--- src/hdc_im_cfg.svh ---
/*
 * HDC item-memory configuration
 * Vector sizes, item counts and the APB register map
 */
`ifndef HDC_IM_CFG_SVH
`define HDC_IM_CFG_SVH

// Vector geometry
`define HDC_HV_DIM      128
`define HDC_SEED_W      32
`define HDC_NUM_SETS    4
`define HDC_PER_SET     8
`define HDC_NUM_ITEMS   32
`define HDC_IDX_W       5
// CA90 shift between neighbouring items of a set
`define HDC_IM_PERM     7
`define HDC_DIST_W      8

// --------------------------------------------------------------------------
// APB register offsets
// --------------------------------------------------------------------------
`define HDC_REG_SEED     8'h00
`define HDC_REG_QUERY    8'h10
`define HDC_REG_BIND_CMD 8'h20
`define HDC_REG_HAM_CMD  8'h24
`define HDC_REG_STATUS   8'h28
`define HDC_REG_HAM_DIST 8'h2C
`define HDC_REG_BIND_RES 8'h30

`endif

--- src/hdc_im_pkg.sv ---
/*
 * HDC item-memory package
 * Unit FSM states, port and APB structs, CA90 step
 */
`include "hdc_im_cfg.svh"

package hdc_im_pkg;

  // Compute-unit FSM, Hamming unit skips FETCH_B
  typedef enum logic [1:0] {
    IDLE,
    FETCH_A,
    FETCH_B,
    DONE
  } unit_state_e;

  // Item-memory read request
  typedef struct packed {
    logic                  valid;
    logic [`HDC_IDX_W-1:0] idx;
  } im_req_t;

  // Item-memory read response
  typedef struct packed {
    logic                   valid;
    logic [`HDC_HV_DIM-1:0] data;
  } im_rsp_t;

  // APB master to slave
  typedef struct packed {
    logic        psel;
    logic        penable;
    logic        pwrite;
    logic [7:0]  paddr;
    logic [31:0] pwdata;
  } apb_req_t;

  // APB slave to master
  typedef struct packed {
    logic [31:0] prdata;
    logic        pready;
    logic        pslverr;
  } apb_rsp_t;

  // --------------------------------------------------------------------------
  // CA90 step on the low width bits of vec
  // --------------------------------------------------------------------------
  function automatic logic [`HDC_HV_DIM-1:0] ca90_step(
    input logic [`HDC_HV_DIM-1:0] vec,
    input int unsigned            width,
    input int unsigned            shift
  );
    logic [`HDC_HV_DIM-1:0] res;
    res = '0;
    for (int unsigned k = 0; k < `HDC_HV_DIM; k++) begin
      // Bits above width stay zero
      if (k < width) begin
        res[k] = vec[(k + shift) % width] ^ vec[(k + width - shift) % width];
      end
    end
    return res;
  endfunction

endpackage

--- src/hv_bind_unit.sv ---
/*
 * Bind unit
 * Fetches items A and B, returns A XOR (B rotated left by one)
 */
`timescale 1ns/1ps
`include "hdc_im_cfg.svh"

module hv_bind_unit (
  input  logic                   clk_i,
  input  logic                   rst_i,
  input  logic                   start_i,
  input  logic [`HDC_IDX_W-1:0]  idx_a_i,
  input  logic [`HDC_IDX_W-1:0]  idx_b_i,
  output hdc_im_pkg::im_req_t    req_o,
  input  logic                   gnt_i,
  input  hdc_im_pkg::im_rsp_t    rsp_i,
  output logic                   finish_o,
  output logic [`HDC_HV_DIM-1:0] result_o
);
  import hdc_im_pkg::*;

  unit_state_e            state_q;
  logic [`HDC_IDX_W-1:0]  idx_a_q;
  logic [`HDC_IDX_W-1:0]  idx_b_q;
  logic [`HDC_HV_DIM-1:0] item_a_q;
  logic [`HDC_HV_DIM-1:0] result_q;
  logic                   finish_q;

  // Request held in FETCH_A and FETCH_B until granted
  always_comb begin
    req_o.valid = (state_q == FETCH_A) || (state_q == FETCH_B);
    req_o.idx   = (state_q == FETCH_B) ? idx_b_q : idx_a_q;
  end

  // --------------------------------------------------------------------------
  // Control FSM
  // --------------------------------------------------------------------------
  always_ff @(posedge clk_i) begin
    if (rst_i) begin
      state_q  <= IDLE;
      finish_q <= 1'b0;
    end else begin
      finish_q <= 1'b0;
      case (state_q)
        IDLE: begin
          if (start_i) begin
            state_q <= FETCH_A;
          end
        end
        FETCH_A: begin
          if (gnt_i) begin
            state_q <= FETCH_B;
          end
        end
        FETCH_B: begin
          if (gnt_i) begin
            state_q <= DONE;
          end
        end
        DONE: begin
          // B has arrived, result registered this edge
          if (rsp_i.valid) begin
            state_q  <= IDLE;
            finish_q <= 1'b1;
          end
        end
        default: state_q <= IDLE;
      endcase
    end
  end

  // --------------------------------------------------------------------------
  // Datapath
  // --------------------------------------------------------------------------
  always_ff @(posedge clk_i) begin
    if (state_q == IDLE && start_i) begin
      idx_a_q <= idx_a_i;
      idx_b_q <= idx_b_i;
    end
    // A always lands during FETCH_B, one cycle after its grant
    if (state_q == FETCH_B && rsp_i.valid) begin
      item_a_q <= rsp_i.data;
    end
    // Rotate B left by one, bit 0 takes the old MSB
    if (state_q == DONE && rsp_i.valid) begin
      result_q <= item_a_q ^ {rsp_i.data[`HDC_HV_DIM-2:0], rsp_i.data[`HDC_HV_DIM-1]};
    end
  end

  assign finish_o = finish_q;
  assign result_o = result_q;

endmodule

--- config.mk ---
export PLATFORM = sky130hd
export DESIGN_NAME = hv_bind_unit
export DESIGN_NICKNAME = d
export VERILOG_FILES = /design/src/hdc_im_pkg.sv /design/src/hv_bind_unit.sv
export VERILOG_INCLUDE_DIRS = /design/src
export SDC_FILE = /design/constraint.sdc
export NUM_CORES = 1
export LEC_CHECK = 0
export BUFFER_PORTS_ARGS = -buffer_cell sky130_fd_sc_hd__buf_4
export CAP_MARGIN = 15
export CORE_MARGIN = 2
export CORE_UTILIZATION = 51
export DETAILED_ROUTE_END_ITERATION = 6
export PLACE_DENSITY = 0.79
export SYNTH_ARGS = -nofsm -noshare
export SYNTH_HDL_FRONTEND = slang
export SYNTH_SLANG_ARGS = --single-unit
--- constraint.sdc ---
create_clock -name clk_i -period 5.6 [get_ports clk_i]
set_clock_uncertainty 0.2 [all_clocks]
set_input_delay 0.28 -clock clk_i [delete_from_list [all_inputs] [get_ports clk_i]]
set_output_delay 0.28 -clock clk_i [all_outputs]
set_load 0.005 [all_outputs]
Word-level counts from Yosys, hierarchy flattened
Index checks and enable logic that the tools add are counted.
{"block": "word_totals", "regBits": 269, "in_bits": 143, "out_inout_bits": 135, "elab_cells": 29}
{"block": "classes", "eq_ne": 7, "mux": 7, "n_bitwise": 2, "reduce_logical": 7}
{"operator": "$xor 128x128->128", "n": 1}
{"operator": "$mux 2", "n": 4}
{"operator": "$ne 2x2->1 const B", "n": 4}
{"operator": "$pmux 2 s4", "n": 1}
{"operator": "$mux 5", "n": 1}
{"operator": "$eq 2x2->1 const B", "n": 2}
{"operator": "$reduce_and 4->1", "n": 1}
{"operator": "$logic_and 1x1->1", "n": 3}
{"operator": "$eq 2x1->1 const B", "n": 1}
{"operator": "$logic_not 2->1", "n": 1}
{"operator": "$reduce_or 2->1", "n": 1}
{"operator": "$logic_or 1x1->1", "n": 1}
{"operator": "$mux 1", "n": 1}
{"operator": "$not 1->1", "n": 1}

Logic depth before layout (Yosys ltp)
{"block": "logic_depth", "depth_word": 3, "ltp_mapped": 6, "mapped_depth_nobuf": 5}

Worst setup path after synthesis
OpenSTA, ideal clock, no wires.
{"block": "synth_timing", "path_type": "register to register", "from": "reg state_q[1]", "to": "reg result_q[0] (netlist: result_o[0]) (enable)", "setup_time_ps": 503, "t_arrival_ps": 3477, "required_ps": 4897, "setup_slack_ps": 1421, "path_stages_with_launch": 3, "n_path_buf": 0, "period_less_slack_ps": 4179, "cell_sequence": "dfxtp_1 ha_1 and2_1"}
{"block": "synth_via", "elab_chain_cells": 2}
{"item": "start: declaration", "line_no": "hv_bind_unit.sv:22", "text": "unit_state_e state_q;"}
{"item": "start signal: assignment", "line_no": "hv_bind_unit.sv:40", "text": "state_q <= IDLE;"}
{"item": "start signal: assignment", "line_no": "hv_bind_unit.sv:47", "text": "state_q <= FETCH_A;"}
{"item": "start signal: assignment", "line_no": "hv_bind_unit.sv:52", "text": "state_q <= FETCH_B;"}
{"item": "$eq 2x2->1", "line_no": "hv_bind_unit.sv:85", "text": "if (state_q == DONE && rsp_i.valid) begin"}
{"item": "$logic_and 1x1->1", "line_no": "hv_bind_unit.sv:85"}
{"item": "end signal: assignment", "line_no": "hv_bind_unit.sv:86", "text": "result_q <= item_a_q ^ {rsp_i.data[`HDC_HV_DIM-2:0], rsp_i.data[`HDC_HV_DIM-1]};"}
{"item": "end: declaration", "line_no": "hv_bind_unit.sv:26", "text": "logic [`HDC_HV_DIM-1:0] result_q;"}
Every way passes these cells.
A chain may end at the register's enable or synchronous reset.

Final worst setup path
{"block": "layout_timing", "from": "reg state_q[0]", "to": "reg item_a_q[45] (enable)"}
{"block": "layout_via", "elab_chain_cells": 2}
{"item": "$eq 2x2->1", "line_no": "hv_bind_unit.sv:81", "text": "if (state_q == FETCH_B && rsp_i.valid) begin"}
{"item": "$logic_and 1x1->1", "line_no": "hv_bind_unit.sv:81"}
{"item": "end signal: assignment", "line_no": "hv_bind_unit.sv:82", "text": "item_a_q <= rsp_i.data;"}
{"item": "end: declaration", "line_no": "hv_bind_unit.sv:25", "text": "logic [`HDC_HV_DIM-1:0] item_a_q;"}
Every way passes these cells.

==> flow_summary.yaml <==
setup_path:
  end_kind: "flip-flop"
  r2r_start: "state_q[0]"
  critical_path_start_type: "flip-flop"
  cp_data_arrival_time_ps: 2750
  critPathRequiredTime_ps: 5530
  crit_type: "flip-flop to flip-flop"
  cell_depth_of_the_worst_flop_to_flop_path: 4
  critPathMaxFanout: 57
  crit_start: "state_q[0]"
grt:
  largest_net_degree_at_the_start_of_global_routing: 69
  vias_in_the_first_global_route: 5781
  grt_pass1_wl_mm: 32.57
  overall_global_routing_resource_usage: 0.2182
  grt.overflow.total: 0
  antenna_found_initial: 1
outcome:
  run_status: "complete, no violations"
yosys:
  post_synth_main_area_contributors: "sky130_fd_sc_hd__edfxtp_1 85%, sky130_fd_sc_hd__xor2_1 12%, sky130_fd_sc_hd__ha_1 0.66%, sky130_fd_sc_hd__dfxtp_1 0.64%, sky130_fd_sc_hd__mux2_2 0.60%"
  synth.top_cell.area_share: 0.8481
  cell_area_after_synthesis_um2: 9418
  synth_cell_type_count: 17
  synthesis.area_per_instance_um2: 22.21
  synth_nets: 572
  synth_sequential_area_ratio: 0.8545
  synth-warning-count: 0
  yosys.area.top_type: "sky130_fd_sc_hd__edfxtp_1"
  synthesis.instances: 424
  ys_ff_latch: 269
route:
  total_via_count_in_the_routed_design: 5453
  detail_route.wl_per_cell_um: 19.67
  remaining_drc_errors: 0
  wirelength_mm: 21.99
  viasPerCell: 4.877
  antenna_violating_nets_post_route: 0
  length_of_the_first_detailed_routing_pass_in_iterations: 4
  drt_first_iter_violations: 362
cells_and_area:
  final_layout_size_suffix_gt1_frac: 0.3671
  finish.net_count: 1020
  area_delta_synth_final_pct: 48.57
  final_core_utilization: 0.7763
power:
  leakage_nw: 5.405
  power_density_nw_per_um2: 339.8
  vdd_ir_drop_max_mv: 0.2993
placed_design:
  finalWeightedCongestion: 0.7939
  placement.io_buffers: 277
  detailedPlacementHpwl_mm: 13.01
min_path:
  timing.hold.worst.class: "input port to flip-flop"
  timing.hold.worst_path_depth: 4
  hp-start: "rsp_i[128]"
clock_network:
  htreeDepth: 1
  postCtsHoldBufs: 140
  tritoncts.num_buffers: 26
  clock_tree_from_tritoncts: "yes"
  clk_transition_reported_paths_ps: 60
  worstSkewPairLatency_ps: 510
  root_buffer: "sky130_fd_sc_hd__clkbuf_16"
  total_of_cells_resized_after_clock_tree_synthesis: 0
  cts_post_setup_buffers_inserted: 0
  cts.sinks: 269
  clockBufferDepth: 3
timing:
  timing.final.max_slew_violations: 0
  grt_setup_unrepaired: "no"
  timing.max_slew.rel_slack: 0.4067
  finalSetupTns_ps: 0
  worst_slew_pin_slew_ps: 890.0
  fmax_mhz: 354.8
  post-route-min-period_ps: 2818
  timing.final.setup_violations: 0
  finalHoldViolCount: 0
  post-route-period-util: 0.5033
die:
  initial_utilization: 0.5225
  row_count: 49
  fp.coreArea_um2: 18020
  die_footprint_um2: 19570
  dieWidth_um: 139.9
  io_pins: 278
  chipHeight_um: 139.9
job:
  cap_violations: 0
## synth_stat cells
library cell / n
sky130_fd_sc_hd__a311o_1: 1
sky130_fd_sc_hd__and2_1: 2
sky130_fd_sc_hd__and2_2: 1
sky130_fd_sc_hd__buf_6: 1
sky130_fd_sc_hd__dfxtp_1: 3
sky130_fd_sc_hd__edfxtp_1: 266
sky130_fd_sc_hd__ha_1: 5
sky130_fd_sc_hd__inv_1: 2
sky130_fd_sc_hd__mux2_2: 5
sky130_fd_sc_hd__mux2i_1: 1
sky130_fd_sc_hd__nand2b_1: 4
sky130_fd_sc_hd__nand3_2: 1
sky130_fd_sc_hd__nor2_1: 1
sky130_fd_sc_hd__nor2b_1: 1
sky130_fd_sc_hd__o21bai_4: 1
sky130_fd_sc_hd__o31ai_1: 1
sky130_fd_sc_hd__xor2_1: 128
## critical path, stage by stage, from the launching register on
cell and delay, ps:
sky130_fd_sc_hd__dfxtp_1 330, sky130_fd_sc_hd__inv_1 140, sky130_fd_sc_hd__ha_1 460, sky130_fd_sc_hd__and2_4 530, sky130_fd_sc_hd__buf_4 700
## flip-flops by register name (all words and copies together), names as in the netlist
| register | count |
|---|---|
| state_q | 2 |
| idx_a_q | 5 |
| idx_b_q | 5 |
| finish_o | 1 |
| result_o | 128 |
| item_a_q | 128 |
## worst paths after layout
kind / endpoint / slack [ps]
setup / recovery: item_a_q[45] / 2780
hold / removal: state_q[1] / 90
setup reg to reg: item_a_q[45] / 2780
hold reg to reg: result_o[32] / 350
## layout make-up
class | count | area, um^2
diodes | 1 | 2.502
fillers | 940 | 4033
inverters | 2 | 7.507
clock inverters | 10 | 80.08
flip-flops and latches | 269 | 8048
repair buffers | 421 | 3511
multi-input cells | 152 | 1355
well taps | 229 | 286.5
clock buffers | 34 | 701.9
## cell usage in the layout (no fill, tap or decap), drive strengths merged
master and instances:
o21bai 1, mux2i 1, nor2 1, o31ai 1, dfxtp 3, dlygate4sd3 140
diode 1, nand2b 4, clkbuf 34, nand3 1, ha 5, edfxtp 266
mux2 5, clkinv 8, clkinvlp 1, buf 281, bufinv 1, nor2b 1
and2 3, xor2 128, a311o 1, inv 2
## routing by layer
layer  up-vias  global-route usage  part of all wire
met3        41             0.04923             0.086
met2       304              0.3877              0.52
li1       2476                   -                 -
met1      2632              0.2673              0.37
met4         0             0.06947             0.029
met5         -                   0                 0
## logic make-up after synthesis
logic type	after synthesis	synth area share
compound gates	3	0.003853
xor+xnor	128	0.1190
fa+ha+maj	5	0.006643
buf+inv	3	0.001993
flops	269	0.8545
mux	6	0.007041
simple gates	10	0.006908
## power breakdown
group / switching (W) / total [W] / internal [W]
logic: 0.000291 / 0.000583 / 0.000292
clock network: 0.000709 / 0.00163 / 0.000925
registers: 0.0000693 / 0.00254 / 0.00247
total: 0.00107 / 0.00475 / 0.00369
## per-stage QoR
step / setup WS [ps] / instance area [um^2] / hold slack [ps] / cells / total power (W)
floorplan: 1421 / 9418 / 151.6 / 424 / 0.002802
global placement: 2972 / 11810 / 258.3 / 933 / 0.003030
global route: 2618 / 13990 / 102.5 / 1118 / 0.004917
CTS: 2801 / 13990 / 22.88 / 1117 / 0.004756
detailed placement: 2821 / 11810 / 259.3 / 933 / 0.003064
finish: 2782 / 13990 / 90.21 / 1118 / 0.004755
(Power assumes the default switching activity.)
