`src/hdc_im_cfg.svh`:
```
/*
 * HDC item-memory configuration
 * Vector sizes, item counts and the APB register map
 */
`ifndef HDC_IM_CFG_SVH
`define HDC_IM_CFG_SVH

// Vector geometry
`define HDC_HV_DIM      128
`define HDC_SEED_W      32
`define HDC_NUM_SETS    4
`define HDC_PER_SET     8
`define HDC_NUM_ITEMS   32
`define HDC_IDX_W       5
// CA90 shift between neighbouring items of a set
`define HDC_IM_PERM     7
`define HDC_DIST_W      8

// --------------------------------------------------------------------------
// APB register offsets
// --------------------------------------------------------------------------
`define HDC_REG_SEED     8'h00
`define HDC_REG_QUERY    8'h10
`define HDC_REG_BIND_CMD 8'h20
`define HDC_REG_HAM_CMD  8'h24
`define HDC_REG_STATUS   8'h28
`define HDC_REG_HAM_DIST 8'h2C
`define HDC_REG_BIND_RES 8'h30

`endif

```
`src/hdc_im_pkg.sv`:
```
/*
 * HDC item-memory package
 * Unit FSM states, port and APB structs, CA90 step
 */
`include "hdc_im_cfg.svh"

package hdc_im_pkg;

  // Compute-unit FSM, Hamming unit skips FETCH_B
  typedef enum logic [1:0] {
    IDLE,
    FETCH_A,
    FETCH_B,
    DONE
  } unit_state_e;

  // Item-memory read request
  typedef struct packed {
    logic                  valid;
    logic [`HDC_IDX_W-1:0] idx;
  } im_req_t;

  // Item-memory read response
  typedef struct packed {
    logic                   valid;
    logic [`HDC_HV_DIM-1:0] data;
  } im_rsp_t;

  // APB master to slave
  typedef struct packed {
    logic        psel;
    logic        penable;
    logic        pwrite;
    logic [7:0]  paddr;
    logic [31:0] pwdata;
  } apb_req_t;

  // APB slave to master
  typedef struct packed {
    logic [31:0] prdata;
    logic        pready;
    logic        pslverr;
  } apb_rsp_t;

  // --------------------------------------------------------------------------
  // CA90 step on the low width bits of vec
  // --------------------------------------------------------------------------
  function automatic logic [`HDC_HV_DIM-1:0] ca90_step(
    input logic [`HDC_HV_DIM-1:0] vec,
    input int unsigned            width,
    input int unsigned            shift
  );
    logic [`HDC_HV_DIM-1:0] res;
    res = '0;
    for (int unsigned k = 0; k < `HDC_HV_DIM; k++) begin
      // Bits above width stay zero
      if (k < width) begin
        res[k] = vec[(k + shift) % width] ^ vec[(k + width - shift) % width];
      end
    end
    return res;
  endfunction

endpackage

```
`src/im_port_arbiter.sv`:
```
/*
 * Item-memory port arbiter
 * Round-robin between the bind and Hamming units, routes responses back
 */
`timescale 1ns/1ps

module im_port_arbiter (
  input  logic                clk_i,
  input  logic                rst_i,
  input  hdc_im_pkg::im_req_t bind_req_i,
  input  hdc_im_pkg::im_req_t ham_req_i,
  output logic                bind_gnt_o,
  output logic                ham_gnt_o,
  output hdc_im_pkg::im_req_t mem_req_o,
  input  hdc_im_pkg::im_rsp_t mem_rsp_i,
  output hdc_im_pkg::im_rsp_t bind_rsp_o,
  output hdc_im_pkg::im_rsp_t ham_rsp_o
);

  // Last served client, 1 means Hamming
  logic last_ham_q;
  // Owner of the response now in flight
  logic prev_bind_q;
  logic prev_ham_q;

  // --------------------------------------------------------------------------
  // Grant and request forwarding
  // --------------------------------------------------------------------------
  always_comb begin
    // On contention the client not served last wins
    bind_gnt_o      = bind_req_i.valid & (~ham_req_i.valid | last_ham_q);
    ham_gnt_o       = ham_req_i.valid & (~bind_req_i.valid | ~last_ham_q);
    mem_req_o.valid = bind_gnt_o | ham_gnt_o;
    mem_req_o.idx   = ham_gnt_o ? ham_req_i.idx : bind_req_i.idx;
    // Response goes only to last cycle's grantee
    bind_rsp_o.valid = mem_rsp_i.valid & prev_bind_q;
    bind_rsp_o.data  = mem_rsp_i.data;
    ham_rsp_o.valid  = mem_rsp_i.valid & prev_ham_q;
    ham_rsp_o.data   = mem_rsp_i.data;
  end

  always_ff @(posedge clk_i) begin
    if (rst_i) begin
      last_ham_q  <= 1'b0;
      prev_bind_q <= 1'b0;
      prev_ham_q  <= 1'b0;
    end else begin
      prev_bind_q <= bind_gnt_o;
      prev_ham_q  <= ham_gnt_o;
      if (bind_gnt_o) begin
        last_ham_q <= 1'b0;
      end else if (ham_gnt_o) begin
        last_ham_q <= 1'b1;
      end
    end
  end

endmodule
```
`config.mk`:
```
export PLATFORM = sky130hd
export DESIGN_NAME = im_port_arbiter
export DESIGN_NICKNAME = d
export VERILOG_FILES = /design/src/hdc_im_pkg.sv /design/src/im_port_arbiter.sv
export VERILOG_INCLUDE_DIRS = /design/src
export SDC_FILE = /design/constraint.sdc
export NUM_CORES = 1
export LEC_CHECK = 0
export BUFFER_PORTS_ARGS = -buffer_cell sky130_fd_sc_hd__buf_4
export CORE_AREA = 8 8 152 154
export CTS_CLUSTER_SIZE = 12
export DETAILED_ROUTE_END_ITERATION = 10
export DIE_AREA = 0 0 160 162
export MAX_ROUTING_LAYER = met4
export PLACE_DENSITY = 0.39
export REMOVE_ABC_BUFFERS = 1
export SYNTH_ARGS = -nofsm -noshare
export SYNTH_HDL_FRONTEND = slang
export SYNTH_SLANG_ARGS = --single-unit
```
`constraint.sdc`:
```
create_clock -name clk_i -period 0.8 [get_ports clk_i]
set_input_delay 0.04 -clock clk_i [delete_from_list [all_inputs] [get_ports clk_i]]
set_output_delay 0.04 -clock clk_i [all_outputs]
set_load 0.01 [all_outputs]
```
## Word level (Yosys, flattened, before mapping)

Index checks and enable logic that the tools add are counted.

- Flip-flop bits (word level): 3
- Input bits: 143
- Output and inout port bits: 266

- Mux-type cells: 1
- Bitwise operators: 10
- Reduce and logical (&&, ||, !) cells: 1

Operators by type and width:

| kind | number |
|---|---|
| $mux W5 | 1 |
| $and A1 B1 Y1 | 4 |
| $not A1 Y1 | 3 |
| $or A1 B1 Y1 | 3 |
| $reduce_or A2 Y1 | 1 |

## Logic depth before layout (Yosys ltp)

Gate-level depths: netlist of the first run.

- Depth in word-level cells: 4
- Mapped depth: 2
- Gate-level depth less buffers: 2

## Worst setup path before layout of the first run

No wires, ideal clock.

- Path kind: register to output
- From: register last_ham_q
- To: output port mem_req_o[0] in the netlist's numbering
- Arrival time: 0.951 ns
- Setup slack: -0.191 ns
- Cell stages (with the launch flop): 3
- Cells stage by stage: dfxtp_1 a21boi_4 mux2_2

RTL lines:

| item | line | text |
|---|---|---|
| start: declaration | im_port_arbiter.sv:21 | `logic last_ham_q;` |
| start signal: assignment | im_port_arbiter.sv:44 | `last_ham_q <= 1'b0;` |
| start signal: assignment | im_port_arbiter.sv:51 | `last_ham_q <= 1'b0;` |
| start signal: assignment | im_port_arbiter.sv:53 | `last_ham_q <= 1'b1;` |
| end: declaration | im_port_arbiter.sv:14 | `output hdc_im_pkg::im_req_t mem_req_o,` |

==> results.toml, run 1 <==
[run_status]
status = "complete, but fails checks"
violations = "negative setup slack"

[clock_network]
clkSinkCount = 3
cts_max_level = 1
cts_tree = "done"
clk_pin_slew_ns = 0.03
root_buffer = "clkbuf_16"
numCtsBuffers = 3
clock_latency_ns = 0.23
clockBufferDepth = 2

[placement]
place.gp.congestion = 0.794
placed_area_um2 = 748
io_buffers = 24

[sta]
worst_pin_slew_ns = 0.126
hold_slack_ns = 0.0813
grt_setup_unrepaired = "yes"
fmax_mhz = 773
hold_viol = 0
drv_slew = 0
setup_viol = 12
setup_ws_ns = -0.493
period_needed_ns = 1.29
fin_crit_sh = 1.62
maxSlewHeadroom = 0.916
finClkSkew_ns = 0.00142

[min_path]
hold_path_startpoint = "mem_rsp_i[102]"
hold_path_class = "input pin to output pin"

[die]
die_w_um = 160
initial_core_util = 0.102
rows = 53
die-area_um2 = 25900
num_io_pins = 409
dieHeight_um = 162
core_um2 = 20700

[global_route]
grt-ovfl-total = 0
antenna_found_initial = 0
grt_start_max_net_pins = 8
grt_pass1_vias = 838
grt_usage = 0.268
grt_pass1_wl_um = 38100

[layout]
multi_input_area_um2 = 171
regArea_um2 = 63.8
fin_nets = 200
design_area_um2 = 973
area_growth_syn_to_layout_pct = -54.0
layout-drive-gt1-share = 0.911
fill_cells = 2476
antenna_cells = 0

[synth]
synth_cells = 274
synth_top_area_share = 0.908
ys_seq_elements = 3
yosysWarningCount = 0
synthesis.area_um2 = 2120
ys_seq_area_frac = 0.0284
synth_area_leaders = "buf_4 91%, dfxtp_1 2.8%, mux2_2 2.7%"
synth_top_area_cell = "buf_4"
avgSynthCellArea_um2 = 7.72
ys_types = 11

[detailed_routing]
wl_um = 35600
viasPerCell = 2.97
vias = 983
drt_first_pass_iters = 4
ant_nets = 0
drtIter0Drc = 93
avgRoutedWirePerCell_um = 108
drc = 0

[pwr]
switching_share = 0.199
power_density_nw_per_um2 = 1340
internal_power_w = 0.00104
clockPowerShare = 0.621
switching_power_w = 0.000259
p_comb_frac = 0.251
cellLeakagePower_nw = 0.333
seq_power_share = 0.128
peakVddDrop_mv = 0.427

[worst_setup_path]
worstPathMaxFanout = 7
r2r_cells = 4
r2r_end = "prev_bind_q"
endpoint_kind = "output pin"
endpoint = "mem_req_o[1]"
critPathLaunch = "last_ham_q"
crit_type = "register to output pin"
worst_r2r_startpoint = "last_ham_q"
cp_data_required_time_ns = 0.76
start_kind = "register"
r2r_slack_ns = -0.27
arrival_ns = 1.25

[flow_run]
cap_violations = 0
==> worst min path at each step <==
| stage | endpoint | slack (ns) | cells after the start |
|---|---|---|---|
| floorplan | bind_rsp_o[0] | 0.08 | 0 |
| CTS | ham_rsp_o[72] | 0.08 | 0 |
| global placement | ham_rsp_o[72] | 0.08 | 0 |
| finish | ham_rsp_o[102] | 0.08 | 0 |
| global route | ham_rsp_o[60] | 0.08 | 0 |
| detailed placement | ham_rsp_o[72] | 0.08 | 0 |
==> worst max-delay path, stage by stage, from the launching register on <==
cell      delay (ns)
dfxtp_2         0.32
a21boi_4        0.14
buf_12          0.14
mux2_4          0.30
buf_6           0.12
==> layout by cell type, fill, tap and decap left out <==
cell / Yosys / layout
buf_12: 0 / 1
clkbuf_16: 0 / 3
clkbuf_1: 0 / 1
buf_6: 0 / 12
nand2b_1: 1 / 1
nor2b_4: 0 / 1
mux2_4: 0 / 5
or2_2: 1 / 1
dlygate4sd3_1: 0 / 1
or2b_1: 1 / 1
and3b_1: 1 / 1
a21oi_2: 0 / 1
and2_4: 0 / 3
dfxtp_2: 0 / 3
a21boi_4: 1 / 1
buf_4: 256 / 20
==> synth_stat cells <==
cell type    n
a21boi_4     1
a21oi_1      1
and2_1       3
and3b_1      1
buf_4      256
dfxtp_1      3
mux2_2       5
nand2b_1     1
nor2b_1      1
or2_2        1
or2b_1       1
==> routing by layer <==
layer	track usage	wire (um)	vias to the layer above
li1	-	-	137
met3	0.349	10000	85
met5	-	0	-
met1	0.0912	4350	323
met2	0.478	18200	438
met4	0.172	2990	0
==> logic make-up (layout without fill, tap and decap cells) <==
kind of cell           after synthesis  in the layout  synth area share
buffers and inverters              256             38             0.908
multiplexers                         5              5            0.0266
AO/OA/AOI/OAI                        2              2            0.0112
AND/OR/NAND/NOR                      8              8            0.0254
flip-flops                           3              3            0.0284
==> per-stage QoR <==
stage | instances | setup TNS [ns] | util | setup WS (ns) | total power [W]
global route | 331 | -4.41 | 0.0470 | -0.532 | 0.00135
detailed placement | 321 | -2.28 | 0.0362 | -0.333 | 0.000392
global placement | 321 | -2.08 | 0.0362 | -0.293 | 0.000387
finish | 331 | -3.98 | 0.0470 | -0.493 | 0.00130
floorplan | 18 | -0.973 | - | -0.191 | 0.000242
CTS | 331 | -4.14 | 0.0464 | -0.522 | 0.00131
==> power by group through the flow <==
stage               clock (W)  sequential (W)  combinational [W]
floorplan                   0        0.000166          0.0000760
global placement            0        0.000167           0.000220
detailed placement          0        0.000167           0.000225
CTS                  0.000822        0.000166           0.000323
global route         0.000839        0.000168           0.000347
finish               0.000807        0.000167           0.000326
==> sequential cells by signal (all words and copies together), names as in the netlist <==
name and flops:
prev_ham_q 1, last_ham_q 1, prev_bind_q 1
==> what timing repair did <==
| action | in CTS | in global routing |
|---|---|---|
| hold endpoints to repair | 2 | 0 |
| gates resized for setup | 21 | 4 |
| setup endpoints to repair | 12 | 12 |
| hold buffers | 1 | 0 |
| pin swaps | 3 | 1 |
| setup buffers | 7 | 1 |
| gates cloned | 0 | 0 |
==> area by class of cell <==
| class | instances | area share |
|---|---|---|
| repair buffers | 34 | 0.324 |
| clock buffers | 4 | 0.0810 |
| flip-flops and latches | 3 | 0.0656 |
| well taps | 275 | 0.353 |
| multi-input cells | 15 | 0.176 |
Power figures use the tool's default switching activity.
==> run 2, diff against run 1 <==
--- a/config.mk
+++ b/config.mk
@@ -7,12 +7,12 @@
 export NUM_CORES = 1
 export LEC_CHECK = 0
 export BUFFER_PORTS_ARGS = -buffer_cell sky130_fd_sc_hd__buf_4
-export CORE_AREA = 8 8 152 154
+export CORE_AREA = 2 2 159 161
 export CTS_CLUSTER_SIZE = 12
 export DETAILED_ROUTE_END_ITERATION = 10
-export DIE_AREA = 0 0 160 162
+export DIE_AREA = 0 0 161 163
 export MAX_ROUTING_LAYER = met4
-export PLACE_DENSITY = 0.39
+export PLACE_DENSITY = 0.34
 export REMOVE_ABC_BUFFERS = 1
 export SYNTH_ARGS = -nofsm -noshare
 export SYNTH_HDL_FRONTEND = slang
==> run 2 against run 1 <==
  * Critical path type unchanged
  * Routed wire length increased by 0.34%
  * Worst hold slack about the same
  * Setup slack got worse by 0.024 ns
  * Sequential cell count unchanged
  * Clock power decreased by 2%
  * Cell count increased by 17%
  * First-iteration DRC count increased by 7.5%
  * Critical endpoint is now mem_req_o[2]
  * Critical path depth decreased by 1
  * The flow still finishes with violations (negative setup slack)
  * Clock skew decreased by 0.0013 ns
  * Register-to-register slack got worse by 0.10 ns
==> results.toml, run 2 (synthesized netlist as in run 1, its figures left out) <==
[clock_network]
cts_tree = "done"
cts_max_level = 1
clk_pin_slew_ns = 0.03
root_buffer = "clkbuf_16"
clock_latency_ns = 0.22
clockBufferDepth = 2
clkSinkCount = 3
numCtsBuffers = 3

[worst_setup_path]
cp_slowest_cell = "mux2_2"
arrival_ns = 1.28
cp_data_required_time_ns = 0.76
worstPathMaxFanout = 6
r2r_slack_ns = -0.37
start_kind = "register"
r2r_cells = 5
path_cells = "a21boi_4, mux2_2, buf_4"
cp_top_family = "multiplexers"
cp_slowest_stage_delay_ns = 0.37
crit_type = "register to output pin"
endpoint_kind = "output pin"
worst_r2r_startpoint = "last_ham_q"
r2r_end = "prev_bind_q"
crit_buf_inv = 1

[sta]
period_needed_ns = 1.32
maxSlewHeadroom = 0.850
worst_pin_slew_ns = 0.224
hold_viol = 0
setup_ws_ns = -0.517
drv_slew = 0
fmax_mhz = 759
finClkSkew_ns = 0.000121
grt_setup_unrepaired = "yes"
hold_slack_ns = 0.0813
setup_viol = 12
fin_crit_sh = 1.65
tns_ns = -4.57

[run_status]
violations = "negative setup slack"
status = "complete, but fails checks"

[detailed_routing]
drt_first_pass_iters = 6
drc = 0
wl_um = 35700
ant_nets = 0
viasPerCell = 2.64
vias = 1020
drtIter0Drc = 100
avgRoutedWirePerCell_um = 92.6

[pwr]
switching_share = 0.185
power_density_nw_per_um2 = 1240
internal_power_w = 0.00101
p_total_w = 0.00124
p_comb_frac = 0.226
cellLeakagePower_nw = 0.303
peakVddDrop_mv = 0.764
switching_power_w = 0.000229
seq_power_share = 0.135
clockPowerShare = 0.638

[layout]
layout_commonest_cell = "buf_4"
fin_nets = 200
area_growth_syn_to_layout_pct = -52.9
final_cell_mix = "24 x buf_4, 9 x buf_6, 4 x mux2_2"
design_area_um2 = 996
antenna_cells = 0
reg.largest.list = "last_ham_q x1, prev_bind_q x1, prev_ham_q x1"
layout-drive-gt1-share = 0.893

[placement]
io_buffers = 24
placed_area_um2 = 817
place_ws_ns = -0.299
place.gp.congestion = 0.772

[global_route]
grt_start_max_net_pins = 7
grt-ovfl-total = 0
grt_pass1_vias = 808
grt_pass1_wl_um = 37900
antenna_found_initial = 0
grt_usage = 0.269

[flow_run]
cap_violations = 0

[die]
num_io_pins = 409
initial_core_util = 0.0858
die-area_um2 = 26200
dieHeight_um = 163
rows = 58
die_w_um = 161
core_um2 = 24700

[min_path]
min_to = "ham_rsp_o[121]"
hold_path_startpoint = "mem_rsp_i[121]"
whs_path_depth = 0
hold_path_class = "input pin to output pin"
-- run 2: cell counts in the layout (fill, tap and decap cells not counted) --
Identical to the previous run, type by type.
-- run 2: cell type report --
cell class                 count  area (um^2)
tap                          330          413
multi-input combinational     15          149
fill                        2982        23700
clock buffer                   4         78.8
sequential                     3         63.8
timing repair buffer          34          292
-- run 2: what timing repair did --
action / 4_1_cts / 5_1_grt
pin swaps: 2 / 0
endpoints found under the hold margin: 1 / 0
gates resized for setup: 16 / 3
gates cloned: 0 / 0
endpoints found under the setup margin: 12 / 12
hold buffers: 1 / 0
setup buffers: 5 / 0
-- run 2: power by group through the flow --
stage | sequential, W | clock (W) | combinational, W
2_1_floorplan | 0.000166 | 0 | 0.0000760
3_3_place_gp | 0.000167 | 0 | 0.000216
3_5_place_dp | 0.000167 | 0 | 0.000219
4_1_cts | 0.000166 | 0.000801 | 0.000281
5_1_grt | 0.000169 | 0.000814 | 0.000300
6_report | 0.000167 | 0.000789 | 0.000280
-- run 2: routing by layer --
layer,track usage,share of wire
met5,-,0
met4,0.175,0.083
met3,0.343,0.28
met2,0.478,0.51
met1,0.0951,0.13
-- run 2: per-stage QoR --
step                        util  instances
after CTS                 0.0401        386
final                     0.0404        386
after global placement    0.0331        376
after global routing      0.0404        386
after floorplan                -         18
after detailed placement  0.0331        376
-- run 2: worst register-to-register path, cell delays in order (launching register included) --
cell and delay (ns):
dfxtp_2 0.32, buf_4 0.13, buf_6 0.10, or2b_1 0.24, buf_6 0.12, and3b_1 0.14
-- run 2: how the worst max path moves through the flow --
stage | cells past startpoint | slack [ns] | end | startpoint
finish | 3 | -0.52 | mem_req_o[2] | last_ham_q
global route | 3 | -0.55 | mem_req_o[2] | last_ham_q
CTS | 3 | -0.53 | mem_req_o[2] | last_ham_q
detailed placement | 3 | -0.30 | mem_req_o[2] | last_ham_q
global placement | 3 | -0.27 | mem_req_o[3] | last_ham_q
floorplan | 2 | -0.19 | mem_req_o[0] | last_ham_q
