==> src/hdc_im_cfg.svh <==
/*
 * HDC item-memory configuration
 * Vector sizes, item counts and the APB register map
 */
`ifndef HDC_IM_CFG_SVH
`define HDC_IM_CFG_SVH

// Vector geometry
`define HDC_HV_DIM      128
`define HDC_SEED_W      32
`define HDC_NUM_SETS    4
`define HDC_PER_SET     8
`define HDC_NUM_ITEMS   32
`define HDC_IDX_W       5
// CA90 shift between neighbouring items of a set
`define HDC_IM_PERM     7
`define HDC_DIST_W      8

// --------------------------------------------------------------------------
// APB register offsets
// --------------------------------------------------------------------------
`define HDC_REG_SEED     8'h00
`define HDC_REG_QUERY    8'h10
`define HDC_REG_BIND_CMD 8'h20
`define HDC_REG_HAM_CMD  8'h24
`define HDC_REG_STATUS   8'h28
`define HDC_REG_HAM_DIST 8'h2C
`define HDC_REG_BIND_RES 8'h30

`endif

==> src/hdc_im_pkg.sv <==
/*
 * HDC item-memory package
 * Unit FSM states, port and APB structs, CA90 step
 */
`include "hdc_im_cfg.svh"

package hdc_im_pkg;

  // Compute-unit FSM, Hamming unit skips FETCH_B
  typedef enum logic [1:0] {
    IDLE,
    FETCH_A,
    FETCH_B,
    DONE
  } unit_state_e;

  // Item-memory read request
  typedef struct packed {
    logic                  valid;
    logic [`HDC_IDX_W-1:0] idx;
  } im_req_t;

  // Item-memory read response
  typedef struct packed {
    logic                   valid;
    logic [`HDC_HV_DIM-1:0] data;
  } im_rsp_t;

  // APB master to slave
  typedef struct packed {
    logic        psel;
    logic        penable;
    logic        pwrite;
    logic [7:0]  paddr;
    logic [31:0] pwdata;
  } apb_req_t;

  // APB slave to master
  typedef struct packed {
    logic [31:0] prdata;
    logic        pready;
    logic        pslverr;
  } apb_rsp_t;

  // --------------------------------------------------------------------------
  // CA90 step on the low width bits of vec
  // --------------------------------------------------------------------------
  function automatic logic [`HDC_HV_DIM-1:0] ca90_step(
    input logic [`HDC_HV_DIM-1:0] vec,
    input int unsigned            width,
    input int unsigned            shift
  );
    logic [`HDC_HV_DIM-1:0] res;
    res = '0;
    for (int unsigned k = 0; k < `HDC_HV_DIM; k++) begin
      // Bits above width stay zero
      if (k < width) begin
        res[k] = vec[(k + shift) % width] ^ vec[(k + width - shift) % width];
      end
    end
    return res;
  endfunction

endpackage

==> src/hdc_apb_regs.sv <==
/*
 * APB register block
 * Seeds, query, unit commands, status and result copies
 */
`timescale 1ns/1ps
`include "hdc_im_cfg.svh"

module hdc_apb_regs (
  input  logic                                      clk_i,
  input  logic                                      rst_i,
  input  hdc_im_pkg::apb_req_t                      apb_req_i,
  output hdc_im_pkg::apb_rsp_t                      apb_rsp_o,
  output logic [`HDC_NUM_SETS-1:0][`HDC_SEED_W-1:0] seed_o,
  output logic [`HDC_HV_DIM-1:0]                    query_o,
  output logic                                      bind_start_o,
  output logic [`HDC_IDX_W-1:0]                     bind_idx_a_o,
  output logic [`HDC_IDX_W-1:0]                     bind_idx_b_o,
  input  logic                                      bind_finish_i,
  input  logic [`HDC_HV_DIM-1:0]                    bind_result_i,
  output logic                                      ham_start_o,
  output logic [`HDC_IDX_W-1:0]                     ham_idx_o,
  input  logic                                      ham_finish_i,
  input  logic [`HDC_DIST_W-1:0]                    ham_dist_i
);

  // 32-bit words per hypervector
  localparam int NUM_WORDS = `HDC_HV_DIM / 32;

  logic [`HDC_NUM_SETS-1:0][`HDC_SEED_W-1:0] seed_q;
  logic [NUM_WORDS-1:0][31:0]                query_q;
  logic [NUM_WORDS-1:0][31:0]                bind_res_q;
  logic [`HDC_DIST_W-1:0]                    ham_dist_q;
  logic [`HDC_IDX_W-1:0]                     bind_idx_a_q;
  logic [`HDC_IDX_W-1:0]                     bind_idx_b_q;
  logic [`HDC_IDX_W-1:0]                     ham_idx_q;
  logic bind_start_q;
  logic ham_start_q;
  logic bind_busy_q;
  logic ham_busy_q;
  logic bind_done_q;
  logic ham_done_q;

  logic        access;
  logic        aligned;
  logic        sel_seed;
  logic        sel_query;
  logic        sel_bind_cmd;
  logic        sel_ham_cmd;
  logic        sel_status;
  logic        sel_ham_dist;
  logic        sel_bind_res;
  logic        mapped;
  logic        slverr;
  logic        wr_en;
  logic [1:0]  word;
  logic [31:0] rdata;

  // --------------------------------------------------------------------------
  // Address decode
  // --------------------------------------------------------------------------
  always_comb begin
    access       = apb_req_i.psel & apb_req_i.penable;
    aligned      = (apb_req_i.paddr[1:0] == 2'b00);
    word         = apb_req_i.paddr[3:2];
    // Seed, query and result occupy 16-byte windows
    sel_seed     = aligned && ((apb_req_i.paddr & 8'hF0) == `HDC_REG_SEED);
    sel_query    = aligned && ((apb_req_i.paddr & 8'hF0) == `HDC_REG_QUERY);
    sel_bind_res = aligned && ((apb_req_i.paddr & 8'hF0) == `HDC_REG_BIND_RES);
    sel_bind_cmd = (apb_req_i.paddr == `HDC_REG_BIND_CMD);
    sel_ham_cmd  = (apb_req_i.paddr == `HDC_REG_HAM_CMD);
    sel_status   = (apb_req_i.paddr == `HDC_REG_STATUS);
    sel_ham_dist = (apb_req_i.paddr == `HDC_REG_HAM_DIST);
    mapped = sel_seed | sel_query | sel_bind_res | sel_bind_cmd |
             sel_ham_cmd | sel_status | sel_ham_dist;
    // Unmapped access or command to a busy unit
    slverr = access & (~mapped |
             (apb_req_i.pwrite & ((sel_bind_cmd & bind_busy_q) |
                                  (sel_ham_cmd & ham_busy_q))));
    wr_en  = access & apb_req_i.pwrite & ~slverr;
  end

  // Read mux
  always_comb begin
    rdata = '0;
    if (sel_seed) begin
      rdata = seed_q[word];
    end else if (sel_query) begin
      rdata = query_q[word];
    end else if (sel_bind_res) begin
      rdata = bind_res_q[word];
    end else if (sel_bind_cmd) begin
      rdata[`HDC_IDX_W-1:0]  = bind_idx_a_q;
      rdata[8 +: `HDC_IDX_W] = bind_idx_b_q;
    end else if (sel_ham_cmd) begin
      rdata[`HDC_IDX_W-1:0] = ham_idx_q;
    end else if (sel_status) begin
      rdata[3:0] = {ham_done_q, bind_done_q, ham_busy_q, bind_busy_q};
    end else if (sel_ham_dist) begin
      rdata[`HDC_DIST_W-1:0] = ham_dist_q;
    end
  end

  // No wait states
  always_comb begin
    apb_rsp_o.prdata  = rdata;
    apb_rsp_o.pready  = 1'b1;
    apb_rsp_o.pslverr = slverr;
  end

  // --------------------------------------------------------------------------
  // Register writes, start pulses, busy and done
  // --------------------------------------------------------------------------
  always_ff @(posedge clk_i) begin
    if (rst_i) begin
      seed_q       <= '0;
      query_q      <= '0;
      bind_res_q   <= '0;
      ham_dist_q   <= '0;
      bind_idx_a_q <= '0;
      bind_idx_b_q <= '0;
      ham_idx_q    <= '0;
      bind_start_q <= 1'b0;
      ham_start_q  <= 1'b0;
      bind_busy_q  <= 1'b0;
      ham_busy_q   <= 1'b0;
      bind_done_q  <= 1'b0;
      ham_done_q   <= 1'b0;
    end else begin
      bind_start_q <= 1'b0;
      ham_start_q  <= 1'b0;
      // Finish latches the result and ends busy
      if (bind_finish_i) begin
        bind_res_q  <= bind_result_i;
        bind_busy_q <= 1'b0;
        bind_done_q <= 1'b1;
      end
      if (ham_finish_i) begin
        ham_dist_q <= ham_dist_i;
        ham_busy_q <= 1'b0;
        ham_done_q <= 1'b1;
      end
      if (wr_en) begin
        if (sel_seed) begin
          seed_q[word] <= apb_req_i.pwdata;
        end
        if (sel_query) begin
          query_q[word] <= apb_req_i.pwdata;
        end
        // Busy unit never gets here, slverr blocks the write
        if (sel_bind_cmd) begin
          bind_idx_a_q <= apb_req_i.pwdata[`HDC_IDX_W-1:0];
          bind_idx_b_q <= apb_req_i.pwdata[8 +: `HDC_IDX_W];
          bind_start_q <= 1'b1;
          bind_busy_q  <= 1'b1;
          bind_done_q  <= 1'b0;
        end
        if (sel_ham_cmd) begin
          ham_idx_q   <= apb_req_i.pwdata[`HDC_IDX_W-1:0];
          ham_start_q <= 1'b1;
          ham_busy_q  <= 1'b1;
          ham_done_q  <= 1'b0;
        end
      end
    end
  end

  assign seed_o       = seed_q;
  assign query_o      = query_q;
  assign bind_start_o = bind_start_q;
  assign bind_idx_a_o = bind_idx_a_q;
  assign bind_idx_b_o = bind_idx_b_q;
  assign ham_start_o  = ham_start_q;
  assign ham_idx_o    = ham_idx_q;

endmodule

==> config.mk <==
export PLATFORM = sky130hd
export DESIGN_NAME = hdc_apb_regs
export DESIGN_NICKNAME = d
export VERILOG_FILES = /design/src/hdc_im_pkg.sv /design/src/hdc_apb_regs.sv
export VERILOG_INCLUDE_DIRS = /design/src
export SDC_FILE = /design/constraint.sdc
export NUM_CORES = 1
export LEC_CHECK = 0
export ABC_AREA = 0
export BUFFER_PORTS_ARGS = -buffer_cell sky130_fd_sc_hd__buf_2
export CAP_MARGIN = 20
export CORE_AREA = 2 2 171 340
export CTS_BUF_LIST = sky130_fd_sc_hd__clkbuf_8
export CTS_CLUSTER_DIAMETER = 50
export DETAILED_ROUTE_END_ITERATION = 7
export DIE_AREA = 0 0 173 342
export GPL_TIMING_DRIVEN = 0
export PLACE_DENSITY_LB_ADDON = 0.1
export SETUP_SLACK_MARGIN = 0.15
export SLEW_MARGIN = 20
export SYNTH_ARGS = -nofsm -noshare
export SYNTH_HDL_FRONTEND = slang
export SYNTH_SLANG_ARGS = --single-unit
==> constraint.sdc <==
create_clock -name clk_i -period 2.1 [get_ports clk_i]
set_input_delay 0.105 -clock clk_i [delete_from_list [all_inputs] [get_ports clk_i]]
set_output_delay 0.105 -clock clk_i [all_outputs]
set_load 0.05 [all_outputs]
Word level (Yosys, flattened, before mapping) --
Index checks and enable logic that the tools add are counted.
Word-level totals: register bits 413, input bits 183, output and inout bits 307, word-level logic and storage cells 95
Cells by class: magnitude comparators 2, equality and inequality tests 6, mux-type cells 36, bitwise gates (word level) 18, reduce and logical (&&, ||, !) cells 11
Operators by type and width (number):
- $bwmux W128 | 2
- $bmux W32 S2 | 3
- $mux W32 | 6
- $demux W32 S2 | 1
- $eq A8 B6 Y1 const B | 4
- $mux W19 | 1
- $mux W5 | 3
- $mux W1 | 14
- $mux W13 | 1
- $logic_not A8 Y1 | 1
- $mux W4 | 2
- $mux W8 | 1
- $or A1 B1 Y1 | 8
- $reduce_and A2 Y1 | 4
- $and A1 B1 Y1 | 7
- $mux W3 | 2
- $eq A4 B1 Y1 const B | 1
- $eq A4 B2 Y1 const B | 1
- $logic_and A1 B1 Y1 | 4
- $lt A2 B3 Y1 const B | 1
- $not A1 Y1 | 3
- $ge A2 B1 Y1 const B | 1
- $logic_not A2 Y1 | 1
- $reduce_or A2 Y1 | 1

Depth between registers and ports, before layout --
depth after elaboration 15, depth in mapped cells 8

Worst setup path before layout --
OpenSTA, ideal clock, no wires.
path kind input to output, from input apb_req_i[35] (netlist bit), to output apb_rsp_o[9] (netlist bit), arrival 2.428 ns, data required time 1.995 ns, path slack -0.433 ns, stages on the path 8, path buffers 4, cells stage by stage buf_2 > buf_2 > buf_2 > buf_2 > nand3b_1 > o21ai_0 > a21oi_1 > a211oi_1
RTL lines:
- start, declared | line hdc_apb_regs.sv:11 | input hdc_im_pkg::apb_req_t apb_req_i,
- end, declared | line hdc_apb_regs.sv:12 | output hdc_im_pkg::apb_rsp_t apb_rsp_o,

==> flow_summary_export.csv <==
group,metric,value,unit
run_status,outcome,"finished with violations",
run_status,failed_checks,"negative setup slack",
sta,tightest_slew,1108,ps
setup_path,worst-path-max-fanout,2,
routing,route.vias.total,17270,
worst_hold_path,hold_path_depth,3,
pwr,cell_internal_pwr,12860,uW
logic_synthesis,post_synth_inst_count,1822,
die,die_height,342,microns
placement,numPortBuffers,483,
logic_synthesis,avgSynthCellArea,10.14,sq um
clocking,clk_transition_reported_paths,60,ps
logic_synthesis,mappedNetlistNets,2005,
pwr,switching_share,0.2711,
setup_path,worstSetupStartpointType,"flop",
die,row_count,124,
logic_synthesis,synth_sequential_area_ratio,0.4475,
sta,finalSetupViolations,20,
logic_synthesis,ys_async_sr_fraction,0,
setup_path,critPathKind,"flop to primary output",
grt,grt_start_max_net_pins,11,
clocking,clk_latency,660,ps
final_layout,area_delta_synth_final,45.36,%
placement,detailed_place_hpwl,65450,microns
die,io_pins,490,
final_layout,finalNetCount,2796,
worst_hold_path,worst_hold_startpoint,"ham_finish_i",
final_layout,filler_cell_count,5604,
pwr,power.leakage,0.01184,uW
sta,period_share,1.058,
grt,globalRoute.totalOverflow,0,
routing,detail_route.wirelength,88890,microns
logic_synthesis,netlist.top_cell.by_area,"sky130_fd_sc_hd__dfxtp_1",
routing,ant_nets,0,
pwr,p_clk_frac,0.433,
sta,final.setup_skew,20.98,ps
clocking,cts.htree.levels,3,
placement,detailedPlace.worstSlack,-1059,ps
clocking,cts_buffers,68,
clocking,clockRootBuffer,"sky130_fd_sc_hd__clkbuf_8",
grt,grt_usage,0.2931,
sta,hold_viol,0,
final_layout,multi_input_area,10290,sq um
pwr,power_density_over_cell_area,657.1,nW/um^2
die,die_width,173,microns
clocking,max-clock-path-buffers,3,
setup_path,worst-r2r-cell-count,5,
routing,drt_pass1_iterations,5,
sta,totalNegativeSetupSlack,-577.5,ps
pwr,combPwrFrac,0.110,
routing,drt_iter0_markers,1100,
logic_synthesis,edff_count_synth,0,
clocking,cts_tree,"done",
logic_synthesis,yosys_register_bits,413,
setup_path,worst_ep_required_time,2000,ps
logic_synthesis,netlist_top_cells_area,"sky130_fd_sc_hd__dfxtp_1 45%, sky130_fd_sc_hd__mux2i_1 16%, sky130_fd_sc_hd__mux4_2 12%, sky130_fd_sc_hd__nand2b_1 5.6%, sky130_fd_sc_hd__nand2_1 5.3%",
logic_synthesis,ys.flop_type,"sky130_fd_sc_hd__dfxtp_1",
final_layout,final_layout_size_suffix_gt1_frac,0.4042,
job,max_cap_viol_count,0,
logic_synthesis,yosysWarningCount,0,
worst_hold_path,worstHoldPathType,"input pin to flop",
grt,grt_first_pass_wirelength,125800,microns
logic_synthesis,synthesized_area,18480,sq um
setup_path,crit-reg2reg-launch,"ham_busy_q",
die,die_area,59170,sq um
sta,slew-limit-headroom,0.2614,
clocking,cts_sinks,413,
setup_path,worst-r2r-setup-slack,290,ps
pwr,power.share.sequential,0.457,
routing,via_per_inst,5.052,
final_layout,register_area,8466,sq um
final_layout,postLayoutCellArea,26860,sq um
setup_path,worst_setup_path_end_kind,"primary output",
setup_path,critical_path_arrival,2120,ps
logic_synthesis,synth.lib_cells_used.distinct,42,
routing,drt-wirelength-per-cell,26.00,microns
routing,drt_drc_violations_left,0,
pwr,p_sw,4785,uW
sta,final-max-slew-violation-count,0,
pwr,ir_drop,0.0005069,V
sta,setup_repair_after_global_routing_missed_its_margin,"yes",
logic_synthesis,synth_top_area_frac,0.4475,
worst_hold_path,min_to,"ham_done_q",
sta,fmax,0.4500,GHz
setup_path,timing.rr.end,"ham_busy_q",
sta,timing.final.ws_setup,-122.2,ps
placement,routabilityCongestion,0.8318,
sta,finalWorstPathRequiredPeriod,2222,ps
die,core_footprint,56780,sq um
grt,antenna_violations_before_repair,2,
placement,dpl-instance-area,22170,sq um
die,start_util,0.3254,
grt,grt_pass1_vias,17510,
## cells by family after synthesis
family,Yosys count,synth area share
buffers and inverters,152,0.03813
other,1,0.0002030
AO/OA/AOI/OAI,230,0.06806
flip-flops,413,0.4475
AND/OR/NAND/NOR,623,0.1619
multiplexers,403,0.2842
## metrics by stage
step / hold WS [ps] / power [uW] / cells / utilization
final: 63.10 / 17650 / 3419 / 0.4729
after global routing: 54.60 / 18210 / 3419 / 0.4729
after CTS: 12.38 / 17760 / 3410 / 0.4692
after detailed placement: 344.5 / 9840 / 3063 / 0.3904
after global placement: 342.5 / 9836 / 3061 / 0.3898
after floorplan: 241.0 / 9122 / 1822 / -
## state kept, by name, summed over array words and instances (netlist names), 5 cells and up
signal / flops
bind_idx_a_o: 5
bind_idx_b_o: 5
query_o: 128
bind_res_q: 128
seed_o: 128
ham_dist_q: 8
ham_idx_o: 5
## how the worst max path moves through the flow
stage / from / slack (ps) / cells past startpoint / end
2_1_floorplan: apb_req_i[33] / -9 / 5 / apb_rsp_o[9]
5_1_grt: bind_res_q[101] / -200 / 4 / apb_rsp_o[7]
3_3_place_gp: apb_req_i[33] / -1220 / 6 / seed_o[27]
4_1_cts: bind_res_q[101] / -170 / 4 / apb_rsp_o[7]
6_report: bind_res_q[101] / -120 / 4 / apb_rsp_o[7]
3_5_place_dp: apb_req_i[36] / -1060 / 8 / apb_rsp_o[3]
## power by group through the flow
stage / Combinational [uW] / Sequential (uW) / Clock (uW)
floorplan: 897 / 8220 / 0
global placement: 1590 / 8250 / 0
detailed placement: 1590 / 8250 / 0
CTS: 1930 / 8070 / 7760
global route: 2050 / 8080 / 8070
finish: 1940 / 8070 / 7640
## synthesized netlist by cell type, types with 3 or more instances
cell and count:
sky130_fd_sc_hd__or2_2 3, sky130_fd_sc_hd__nor2_1 145, sky130_fd_sc_hd__mux2i_1 304, sky130_fd_sc_hd__buf_1 18, sky130_fd_sc_hd__buf_2 35, sky130_fd_sc_hd__nor4_4 5
sky130_fd_sc_hd__clkbuf_1 81, sky130_fd_sc_hd__buf_4 8, sky130_fd_sc_hd__buf_6 5, sky130_fd_sc_hd__a211oi_1 22, sky130_fd_sc_hd__nand2_1 262, sky130_fd_sc_hd__a221o_1 3
sky130_fd_sc_hd__a22oi_1 5, sky130_fd_sc_hd__nand2b_1 166, sky130_fd_sc_hd__a21oi_1 168, sky130_fd_sc_hd__o22ai_1 5, sky130_fd_sc_hd__nand4_1 6, sky130_fd_sc_hd__mux4_2 97
sky130_fd_sc_hd__dfxtp_1 413, sky130_fd_sc_hd__o21ai_0 23, sky130_fd_sc_hd__nand3_1 17
## routing by layer
layer	wire, microns	vias to the layer above	GRT usage
met5	11	-	0
li1	-	7940	-
met4	2587	2	0.09463
met2	43400	756	0.5056
met3	6504	133	0.07324
met1	36390	8441	0.3573
## area by class of cell
cell class              count  area share
diodes                      1  0.00009318
flip-flops and latches    413      0.3152
inverters                   3   0.0004659
plain buffers             149     0.03159
clock buffers              95     0.04869
well taps                 756     0.03522
multi-input cells        1257      0.3832
clock inverters            24    0.004706
repair buffers            721      0.1808
## cell usage in the layout (no fill, tap or decap), types with 3 or more instances in the layout
master and count:
sky130_fd_sc_hd__nor2_1 144, sky130_fd_sc_hd__clkbuf_2 6, sky130_fd_sc_hd__a211oi_4 20, sky130_fd_sc_hd__buf_4 81
sky130_fd_sc_hd__clkbuf_8 97, sky130_fd_sc_hd__o22ai_2 5, sky130_fd_sc_hd__clkinv_2 7, sky130_fd_sc_hd__o21ai_2 6
sky130_fd_sc_hd__o21ai_0 17, sky130_fd_sc_hd__a21oi_2 12, sky130_fd_sc_hd__buf_8 5, sky130_fd_sc_hd__mux4_2 97
sky130_fd_sc_hd__mux2i_2 3, sky130_fd_sc_hd__mux2i_4 28, sky130_fd_sc_hd__buf_2 470, sky130_fd_sc_hd__a21oi_1 154
sky130_fd_sc_hd__clkbuf_4 6, sky130_fd_sc_hd__dfxtp_2 146, sky130_fd_sc_hd__or2_2 3, sky130_fd_sc_hd__buf_6 45
sky130_fd_sc_hd__clkbuf_1 68, sky130_fd_sc_hd__dlygate4sd3_1 171, sky130_fd_sc_hd__clkinvlp_4 5, sky130_fd_sc_hd__nand3_1 17
sky130_fd_sc_hd__buf_1 14, sky130_fd_sc_hd__dfxtp_4 4, sky130_fd_sc_hd__a22oi_2 4, sky130_fd_sc_hd__dfxtp_1 263
sky130_fd_sc_hd__nand4_1 6, sky130_fd_sc_hd__nand2b_1 166, sky130_fd_sc_hd__a221o_1 3, sky130_fd_sc_hd__inv_1 12
sky130_fd_sc_hd__mux2i_1 273, sky130_fd_sc_hd__nand2_1 262, sky130_fd_sc_hd__nor4_4 5
## worst max-delay path, cell delays in order (launching register included)
cell and delay (ps):
sky130_fd_sc_hd__dfxtp_2 320, sky130_fd_sc_hd__mux4_2 470, sky130_fd_sc_hd__o211a_1 220, sky130_fd_sc_hd__a221o_1 300, sky130_fd_sc_hd__buf_6 170
## timing repair
item | CTS | global route
pin swaps | 24 | 7
resized for setup | 304 | 62
setup endpoints to repair | 105 | 42
hold buffers | 171 | 0
endpoints found under the hold margin | 407 | 0
setup buffers | 57 | 8
(Power assumes the default switching activity.)
